===== config.mk =====
export PLATFORM = sky130hd
export DESIGN_NAME = uartCore
export DESIGN_NICKNAME = d
export VERILOG_FILES = /design/src/source/uartPkg.sv /design/src/source/baudTick.sv /design/src/source/uartTx.sv /design/src/source/uartRx.sv /design/src/source/uartCore.sv
export SDC_FILE = /design/constraint.sdc
export NUM_CORES = 1
export LEC_CHECK = 0
export BUFFER_PORTS_ARGS = -buffer_cell sky130_fd_sc_hd__buf_2
export CAP_MARGIN = 20
export CORE_MARGIN = 2
export CORE_UTILIZATION = 30
export DETAILED_ROUTE_END_ITERATION = 10
export PLACE_DENSITY_LB_ADDON = 0.1
export SETUP_SLACK_MARGIN = 0.5
export SYNTH_ARGS = -nofsm -noshare
export SYNTH_HDL_FRONTEND = slang
export SYNTH_SLANG_ARGS = --single-unit

===== constraint.sdc =====
create_clock -name clk -period 3.1 [get_ports clk]
set_clock_uncertainty 0.15 [all_clocks]
set_input_delay 0.31 -clock clk [delete_from_list [all_inputs] [get_ports clk]]
set_output_delay 0.31 -clock clk [all_outputs]
set_load 0.005 [all_outputs]

===== src/source/uartPkg.sv =====
package uartPkg;

    // one start bit, eight data bits LSB first, one stop bit
    localparam int DATA_BITS = 8;

    // bit period in clocks is 2**accWidth / increment
    // defaults: 256 / 16 = 16 clocks per bit
    localparam int DEFAULT_ACC_WIDTH = 8;
    localparam int DEFAULT_INCREMENT = 16;

    // receiver waits this long after the falling edge
    // to land in the middle of the start bit
    localparam int DEFAULT_HALF_BIT = 8;

    // transmit request into the transmitter
    typedef struct packed {
        // one-cycle strobe, ignored while busy
        logic start;
        logic [DATA_BITS-1:0] data;
    } txReq;

    // receiver result
    typedef struct packed {
        // one-cycle pulse per good frame
        logic valid;
        // one-cycle pulse when the stop bit reads low
        logic frameError;
        // last good byte, held until the next one
        logic [DATA_BITS-1:0] data;
    } rxResult;

endpackage


===== src/source/baudTick.sv =====
`timescale 1ns/1ps

module baudTick #(
    parameter int accWidth = uartPkg::DEFAULT_ACC_WIDTH,
    parameter int increment = uartPkg::DEFAULT_INCREMENT
) (
    input logic clk,
    input logic rst,
    input logic restart,
    output logic tick
);

    localparam logic [accWidth:0] stepSize = (accWidth + 1)'(increment);

    logic [accWidth-1:0] acc;
    // one bit wider so the carry out is visible
    logic [accWidth:0] accSum;

    assign accSum = {1'b0, acc} + stepSize;

    // carry of this cycle's add, so a tick lands exactly
    // 2**accWidth / increment cycles after a restart
    assign tick = accSum[accWidth];

    always_ff @(posedge clk) begin
        if (rst || restart) begin
            acc <= '0;
        end else begin
            // fraction left over after a carry is kept
            acc <= accSum[accWidth-1:0];
        end
    end

endmodule


===== src/source/uartTx.sv =====
`timescale 1ns/1ps

module uartTx #(
    parameter int accWidth = uartPkg::DEFAULT_ACC_WIDTH,
    parameter int baudIncrement = uartPkg::DEFAULT_INCREMENT
) (
    input logic clk,
    input logic rst,
    input uartPkg::txReq tx,
    output logic txLine,
    output logic txBusy
);

    // counts 0..DATA_BITS, the last value marks the stop bit
    localparam int idxWidth = $clog2(uartPkg::DATA_BITS + 1);

    typedef enum logic [1:0] {
        idleState,
        dataState,
        stopState
    } txState;

    txState state;
    logic [idxWidth-1:0] bitIdx;
    logic [uartPkg::DATA_BITS-1:0] shiftReg;
    logic tick;
    logic accept;

    // a start strobe only counts while idle
    assign accept = (state == idleState) && tx.start;
    assign txBusy = (state != idleState);

    // restarted on accept so the start bit gets a full period
    baudTick #(
        .accWidth(accWidth),
        .increment(baudIncrement)
    ) bitTimer (
        .clk(clk),
        .rst(rst),
        .restart(accept),
        .tick(tick)
    );

    always_ff @(posedge clk) begin
        if (rst) begin
            state <= idleState;
            txLine <= 1'b1;
            bitIdx <= '0;
        end else begin
            case (state)
                idleState: begin
                    txLine <= 1'b1;
                    if (accept) begin
                        // start bit
                        txLine <= 1'b0;
                        bitIdx <= '0;
                        state <= dataState;
                    end
                end
                dataState: begin
                    if (tick) begin
                        if (bitIdx == idxWidth'(uartPkg::DATA_BITS)) begin
                            // all data out, drive the stop bit
                            txLine <= 1'b1;
                            state <= stopState;
                        end else begin
                            txLine <= shiftReg[0];
                            bitIdx <= bitIdx + 1'b1;
                        end
                    end
                end
                stopState: begin
                    // end of the stop bit releases busy
                    if (tick) begin
                        state <= idleState;
                    end
                end
                default: state <= idleState;
            endcase
        end
    end

    // latched byte, shifted LSB first as bits go out
    always_ff @(posedge clk) begin
        if (accept) begin
            shiftReg <= tx.data;
        end else if (state == dataState && tick) begin
            shiftReg <= shiftReg >> 1;
        end
    end

endmodule


===== src/source/uartRx.sv =====
`timescale 1ns/1ps

module uartRx #(
    parameter int accWidth = uartPkg::DEFAULT_ACC_WIDTH,
    parameter int baudIncrement = uartPkg::DEFAULT_INCREMENT,
    parameter int halfBitCycles = uartPkg::DEFAULT_HALF_BIT
) (
    input logic clk,
    input logic rst,
    input logic rxLine,
    output uartPkg::rxResult rx
);

    localparam int halfWidth = $clog2(halfBitCycles + 1);
    localparam int idxWidth = $clog2(uartPkg::DATA_BITS);

    typedef enum logic [1:0] {
        idleState,
        halfState,
        dataState,
        stopState
    } rxState;

    rxState state;
    logic [halfWidth-1:0] halfCnt;
    logic [idxWidth-1:0] bitIdx;
    logic [uartPkg::DATA_BITS-1:0] assembly;
    logic tick;
    logic halfDone;
    logic startOk;

    assign halfDone = (state == halfState) && (halfCnt == halfWidth'(halfBitCycles));

    // still low at mid start bit, so a real frame
    assign startOk = halfDone && !rxLine;

    // restart here puts every later tick in the middle of a bit
    baudTick #(
        .accWidth(accWidth),
        .increment(baudIncrement)
    ) bitTimer (
        .clk(clk),
        .rst(rst),
        .restart(startOk),
        .tick(tick)
    );

    always_ff @(posedge clk) begin
        if (rst) begin
            state <= idleState;
            halfCnt <= '0;
            bitIdx <= '0;
            rx <= '0;
        end else begin
            // result strobes last one cycle
            rx.valid <= 1'b0;
            rx.frameError <= 1'b0;
            case (state)
                idleState: begin
                    if (!rxLine) begin
                        halfCnt <= halfWidth'(1);
                        state <= halfState;
                    end
                end
                halfState: begin
                    halfCnt <= halfCnt + 1'b1;
                    if (startOk) begin
                        bitIdx <= '0;
                        state <= dataState;
                    end else if (halfDone) begin
                        // line went back high, a glitch
                        state <= idleState;
                    end
                end
                dataState: begin
                    if (tick) begin
                        bitIdx <= bitIdx + 1'b1;
                        if (bitIdx == idxWidth'(uartPkg::DATA_BITS - 1)) begin
                            state <= stopState;
                        end
                    end
                end
                stopState: begin
                    if (tick) begin
                        if (rxLine) begin
                            rx.valid <= 1'b1;
                            rx.data <= assembly;
                        end else begin
                            // bad stop bit, old data stays
                            rx.frameError <= 1'b1;
                        end
                        state <= idleState;
                    end
                end
                default: state <= idleState;
            endcase
        end
    end

    // bits arrive LSB first, shift in from the top
    always_ff @(posedge clk) begin
        if (state == dataState && tick) begin
            assembly <= {rxLine, assembly[uartPkg::DATA_BITS-1:1]};
        end
    end

endmodule


===== src/source/uartCore.sv =====
`timescale 1ns/1ps

module uartCore #(
    // bit period is 2**accWidth / baudIncrement clocks
    parameter int accWidth = uartPkg::DEFAULT_ACC_WIDTH,
    parameter int baudIncrement = uartPkg::DEFAULT_INCREMENT,
    // about half of the bit period, receiver only
    parameter int halfBitCycles = uartPkg::DEFAULT_HALF_BIT
) (
    input logic clk,
    input logic rst,
    input uartPkg::txReq tx,
    output logic txBusy,
    output logic txLine,
    input logic rxLine,
    output uartPkg::rxResult rx
);

    // transmit path, idle high
    uartTx #(
        .accWidth(accWidth),
        .baudIncrement(baudIncrement)
    ) u_tx (
        .clk(clk),
        .rst(rst),
        .tx(tx),
        .txLine(txLine),
        .txBusy(txBusy)
    );

    // receive path, each side has its own bit timer
    uartRx #(
        .accWidth(accWidth),
        .baudIncrement(baudIncrement),
        .halfBitCycles(halfBitCycles)
    ) u_rx (
        .clk(clk),
        .rst(rst),
        .rxLine(rxLine),
        .rx(rx)
    );

endmodule


==> flow_summary_export.csv, run 1 <==
group,metric,value,unit
setup_path,endpoint_kind,"flop",
clocking,cts_post_setup_buffers_inserted,0,
timing,fin_crit,1.88,ns
finish,synthToLayoutAreaGrowth,14.1,%
clocking,cts_hold_buf,0,
yosys,yosysTopAreaCell,"dfxtp_1",
timing,setup_viol,0,
setup_path,r2r_setup_slack,1.22,ns
finish,nets,233,
yosys,synthArstFlopShare,0,%
place,placed_cells,302,
clocking,cts-root-buf,"clkbuf_8",
yosys,synth_seq_cells,50,
yosys,netlist_area,0.00211,mm²
yosys,ys_top_cells_by_area,"dfxtp_1, edfxtp_1, mux2i_1, nor2_1, ha_1",
setup_path,worstPathRequired,2.89,ns
clocking,htreeDepth,2,
clocking,cts.clk_slew.worst_paths,0.10,ns
yosys,ys_types,39,
finish,stdcell_count,310,
die,ios,24,
route,drtIter0Drc,56,
finish,design_area,0.00241,mm²
status,status,"finished, final reports clean",
yosys,synth_top_area_share,32.3,%
power_and_ir_drop,leakagePower,0.997,nW
yosys,synth_most_common_cell,"dfxtp_1",
global_route,grt_pass1_wl,5970,µm
place,place_congestion,0.754,
timing,max_freq,533,MHz
route,wl_per_cell,11.9,µm
job,max-cap-violations,0,
clocking,cts-buffers-inserted,5,
die,start_util,31.0,%
global_route,antenna_found_initial,0,
route,via_per_inst,4.50,
yosys,syn_avg_cell_area,11.0,µm²
die,die_area,0.00772,mm²
route,firstDrtPassIters,4,
finish,drive_gt1_share,22.4,%
clocking,insertion_delay,0.30,ns
clocking,cts_tree,"done",
power_and_ir_drop,peakVddDrop,267,µV
global_route,grt_pass1_vias,1359,
clocking,clock-sinks,50,
timing,tns,0,ns
timing,rsz0062_at_grt,"no",
power_and_ir_drop,power_density,495,mW/mm²
finish,n_antenna_cell,0,
yosys,syn_inst,191,
timing,hold_violations,0,
place,port_buffers,23,
yosys,yosysSeqAreaShare,55.0,%
die,dieWidth,87.9,µm
place,dpl_cell_area,0.00231,mm²
timing,final_max_slew_viol_count,0,
setup_path,crit_arrival,1.67,ns
yosys,synth_fp_nets,211,
die,core-area,0.00679,mm²
timing,fin_crit_sh,60.5,%
route,vias,1396,
hold_path,hold_path.class,"primary input to flop",
route,route.detailed.drc,0,
timing,worst_pin_slew,0.796,ns
yosys,synth_edf_count,16,
place,dp_slack,1.18,ns
yosys,ys_top_cells_by_count,"dfxtp_1, nor2_1, edfxtp_1",
setup_path,path_class,"flop to flop",
place,hpwlAfterDp,2660,µm
route,totalWireLength,3690,µm
die,rows,30,
timing,slew_headroom,46.9,%
global_route,grt_max_degree,27,
global_route,grt_overflow,0,
clocking,cts_resized,0,
yosys,synth_flop_cell,"dfxtp_1",
die,die_h,87.9,µm
route,ant_nets,0,
yosys,ys_warn_count,0,
setup_path,critPathMaxFanout,8,
setup_path,startpoint_type,"flop",
timing,fin_ws,1.22,ns
clocking,clockBufferDepth,2,
global_route,track_usage,10.1,%
final cells by class:
cell class | instances | area [µm²]
fillers | 682 | 4390
repair buffers | 23 | 115
clock inverters | 3 | 28.8
flip-flops and latches | 50 | 1160
inverters | 11 | 41.3
well taps | 96 | 120
clock buffers | 5 | 68.8
multi-input cells | 122 | 871
cells by family (layout without fill, tap and decap cells):
family,after synthesis,after routing,synth area share [%]
multiplexers,20,20,9.96
AND/OR/NAND/NOR,64,64,16.6
AO/OA/AOI/OAI,26,26,8.30
flip-flops,50,50,55.0
adder cells (fa/ha/maj),8,8,4.75
buffers and inverters,19,42,3.68
XOR/XNOR,4,4,1.66
through the flow:
stage	hold WS (ns)	total power, mW	util (%)
2_1_floorplan	0.239	0.776	-
3_3_place_gp	0.280	0.796	34.0
3_5_place_dp	0.286	0.800	34.0
4_1_cts	0.123	1.21	35.4
5_1_grt	0.125	1.25	35.4
6_report	0.133	1.19	35.4
worst paths after layout:
| check | start | endpoint | depth (start not counted) |
|---|---|---|---|
| min reg2reg | u_tx.bitTimer.acc[4] | u_tx.bitTimer.acc[4] | 1 |
| max reg2reg | u_tx.bitTimer.acc[4] | u_tx.shiftReg[0] | 3 |
| max | u_tx.bitTimer.acc[4] | u_tx.shiftReg[0] | 3 |
| min | tx[7] | u_tx.shiftReg[7] | 2 |
where the power goes:
part / leakage [nW] / switching [mW] / internal, mW
Combinational: 0.522 / 0.0389 / 0.0356
Clock: 0.0506 / 0.238 / 0.169
Sequential: 0.425 / 0.0128 / 0.696
cell usage in the layout, fill, tap and decap left out, types with 4 or more instances in the layout:
master	instances
dfxtp_1	34
nor2_1	28
mux2_2	8
ha_1	8
inv_1	11
buf_2	23
o21ai_0	5
a21oi_1	9
mux2i_1	12
nand3_1	7
nand2b_1	4
clkbuf_8	5
edfxtp_1	16
state kept, by name, indices dropped and copies added, names as in the netlist, 3 cells and up, named ones only:
| register | flops |
|---|---|
| u_rx.bitTimer.acc | 4 |
| u_tx.bitTimer.acc | 4 |
| u_tx.shiftReg | 8 |
| u_rx.assembly | 8 |
| u_rx.halfCnt | 4 |
| u_rx.rx | 10 |
| u_tx.bitIdx | 4 |
| u_rx.bitIdx | 3 |
per-layer routing:
layer / track usage, % / share of wire, % / vias to the layer above
li1: - / - / 709
met1: 11.6 / 45 / 666
met2: 17.1 / 50 / 16
met3: 3.30 / 3.3 / 5
met4: 4.62 / 1.8 / 0
met5: 0 / 0 / -
critical path, cell delays in order (launching register included):
cell,delay (ns)
dfxtp_1,0.36
ha_1,0.24
nand4_1,0.10
a21oi_1,0.66
Power figures use the tool's default switching activity.
==> run 2: changes to the inputs <==
Settings changed: ABC_AREA from default to 1.
Clock period 3.1 ns to 1.9 ns, I/O delays scaled along.
==> run 2 against run 1 <==
Compared with the run above:
- power grew 94%
- worst hold slack worse by 0.12 ns
- worst setup slack got worse by 0.74 ns
- synthesized cell count is 31% higher
- combinational power grew to 5.1 times the previous value
- area after synthesis is 0.95% higher
- largest cell class unchanged
- largest power group unchanged
==> flow_summary_export.csv, run 2 <==
group,metric,value,unit
setup_path,critPathMaxFanout,6,
yosys,synth_most_common_cell,"nand2_1",
die,start_util,31.2,%
yosys,synth_seq_cells,50,
yosys,ys_top_cells_by_area,"dfxtp_1, edfxtp_1, nand2_1, nand3_1, a21oi_1",
route,totalWireLength,4380,µm
clocking,htreeDepth,2,
route,wl_per_cell,11.1,µm
finish,layout_common_cells,"nand2_1, buf_2, dfxtp_1",
die,die_h,88.3,µm
setup_path,worstPathRequired,1.75,ns
place,place_congestion,0.754,
timing,final_max_slew_viol_count,0,
yosys,synth_top_area_share,32.0,%
global_route,antenna_found_initial,0,
route,ant_nets,0,
status,status,"finished, final reports clean",
setup_path,slowest_delay,0.36,ns
timing,fin_ws,0.485,ns
die,rows,30,
setup_path,rr_startpoint,"u_tx.bitTimer.acc[4]",
yosys,ys_warn_count,0,
place,dp_slack,0.238,ns
setup_path,path_cells,"ha_4, nand3_4, buf_12, o21ai_4",
die,ios,24,
timing,hold_violations,0,
setup_path,crit_end,"u_tx.shiftReg[0]",
place,port_buffers,23,
finish,synthToLayoutAreaGrowth,35.7,%
timing,worst_pin_slew,0.345,ns
finish,mostFrequentLayoutCell,"nand2_1",
route,route.detailed.drc,0,
yosys,synthArstFlopShare,0,%
global_route,track_usage,11.8,%
finish,nets,317,
yosys,syn_avg_cell_area,8.48,µm²
global_route,grt_overflow,0,
timing,max_freq,707,MHz
setup_path,crit_path_start,"u_tx.bitTimer.acc[4]",
route,drtIter0Drc,71,
die,core-area,0.00683,mm²
yosys,ys_top_cells_by_count,"nand2_1, dfxtp_1, inv_1, nor2_1, nand3_1",
setup_path,cp_slowest_cell,"dfxtp_2",
die,dieWidth,88.3,µm
power_and_ir_drop,leakagePower,1.17,nW
finish,stdcell_count,394,
setup_path,reg2reg_to,"u_tx.shiftReg[0]",
finish,ff_latch_area,0.00118,mm²
clocking,clockBufferDepth,2,
route,via_per_inst,4.33,
setup_path,startpoint_type,"flop",
place,placed_cells,367,
route,vias,1706,
yosys,yosysTopAreaCell,"dfxtp_1",
yosys,netlist_area,0.00213,mm²
finish,design_area,0.00289,mm²
yosys,ys_types,26,
clocking,cts-root-buf,"clkbuf_8",
setup_path,rr_worst_depth,4,
finish,multiInputGateArea,0.00107,mm²
finish,largestRegisters,"u_rx.rx: 10 flops, u_rx.assembly: 8 flops, u_tx.shiftReg: 8 flops",
die,die_area,0.00779,mm²
setup_path,r2r_setup_slack,0.48,ns
clocking,cts_tree,"done",
hold_path,hold_path.class,"primary input to flop",
yosys,synth_flop_cell,"dfxtp_1",
setup_path,path_class,"flop to flop",
timing,whs,0.0117,ns
yosys,synth_edf_count,16,
clocking,clock-sinks,50,
place,dpl_cell_area,0.00237,mm²
timing,setup_viol,0,
place,hpwlAfterDp,2790,µm
finish,n_antenna_cell,0,
finish,fill_cells,719,
global_route,grt_pass1_vias,1605,
finish,drive_gt1_share,35.9,%
global_route,grt_pass1_wl,7140,µm
power_and_ir_drop,power_density,798,mW/mm²
route,firstDrtPassIters,4,
clocking,cts.clk_slew.worst_paths,0.10,ns
global_route,grt_max_degree,19,
timing,tns,0,ns
timing,slew_headroom,76.9,%
clocking,cts-buffers-inserted,5,
setup_path,crit_arrival,1.27,ns
clocking,insertion_delay,0.30,ns
finish,largest_reg_flops,10,
job,max-cap-violations,0,
yosys,synth_fp_nets,271,
finish,largest-register,"u_rx.rx",
setup_path,endpoint_kind,"flop",
yosys,syn_inst,251,
power_and_ir_drop,peakVddDrop,339,µV
timing,rsz0062_at_grt,"yes",
yosys,yosysSeqAreaShare,54.5,%
timing,fin_crit_sh,74.5,%
timing,fin_crit,1.42,ns
run 2: cell types whose count changed after synthesis, moves of 8 or more:
cell,previous run,this run
mux2i_1,12,0
a21oi_1,9,20
mux2_2,8,0
inv_1,11,25
nand3_1,7,21
nand2_1,2,71
run 2: power breakdown:
group | total [mW] | switching [mW] | internal [mW]
logic | 0.380 | 0.221 | 0.159
clock network | 0.706 | 0.367 | 0.339
registers | 1.22 | 0.0439 | 1.18
run 2: worst min path at each step:
stage                           endpoint                  from  depth (start not counted)
finish                  u_tx.shiftReg[0]                 tx[0]                          3
global route            u_tx.shiftReg[1]                 tx[1]                          3
CTS                     u_tx.shiftReg[0]                 tx[0]                          3
detailed placement  u_tx.bitTimer.acc[4]  u_tx.bitTimer.acc[4]                          1
global placement    u_tx.bitTimer.acc[4]  u_tx.bitTimer.acc[4]                          1
floorplan               u_rx.assembly[7]                rxLine                          0
run 2: through the flow:
step                      util, %  total power, mW
final                        42.3             2.31
after global placement       34.7             1.51
after floorplan                 -             1.43
after detailed placement     34.7             1.51
after CTS                    39.1             2.28
after global routing         42.3             2.44
run 2: repair_timing:
item,CTS,global route
pin swaps,7,21
setup buffers,8,5
gates cloned,1,0
gates resized for setup,20,47
hold buffers,5,0
hold endpoints to repair,5,0
endpoints found under the setup margin,44,38
run 2: worst max-delay path, delay by kind of cell (launching register included):
kind,cells,cell delay (ns)
DFF,1,0.36
adders and majority gates,1,0.15
AOI/OAI and AO/OA,1,0.22
buffers and inverters,1,0.15
and+or+nand+nor,1,0.09
run 2: logic make-up after synthesis:
kind of cell	share of synthesized area (%)
compound gates	6.87
xor+xnor	1.23
fa+ha+maj	4.70
buf+inv	5.58
flops	54.5
simple gates	27.1
run 2: layout make-up:
type                       count  area share, %
multi-input combinational    172           37.1
sequential                    50           40.7
clock inverter                 2          0.519
timing repair buffer          42           10.7
clock buffer                   6           3.25
inverter                      26           3.46
tap                           96           4.16
run 2: per-layer routing:
metal / vias up / wire length, µm / global-route usage [%]
met4: 0 / 69 / 4.96
met5: - / 0 / 0
li1: 902 / - / -
met1: 770 / 2080 / 15.8
met3: 8 / 136 / 2.80
met2: 26 / 2090 / 18.3
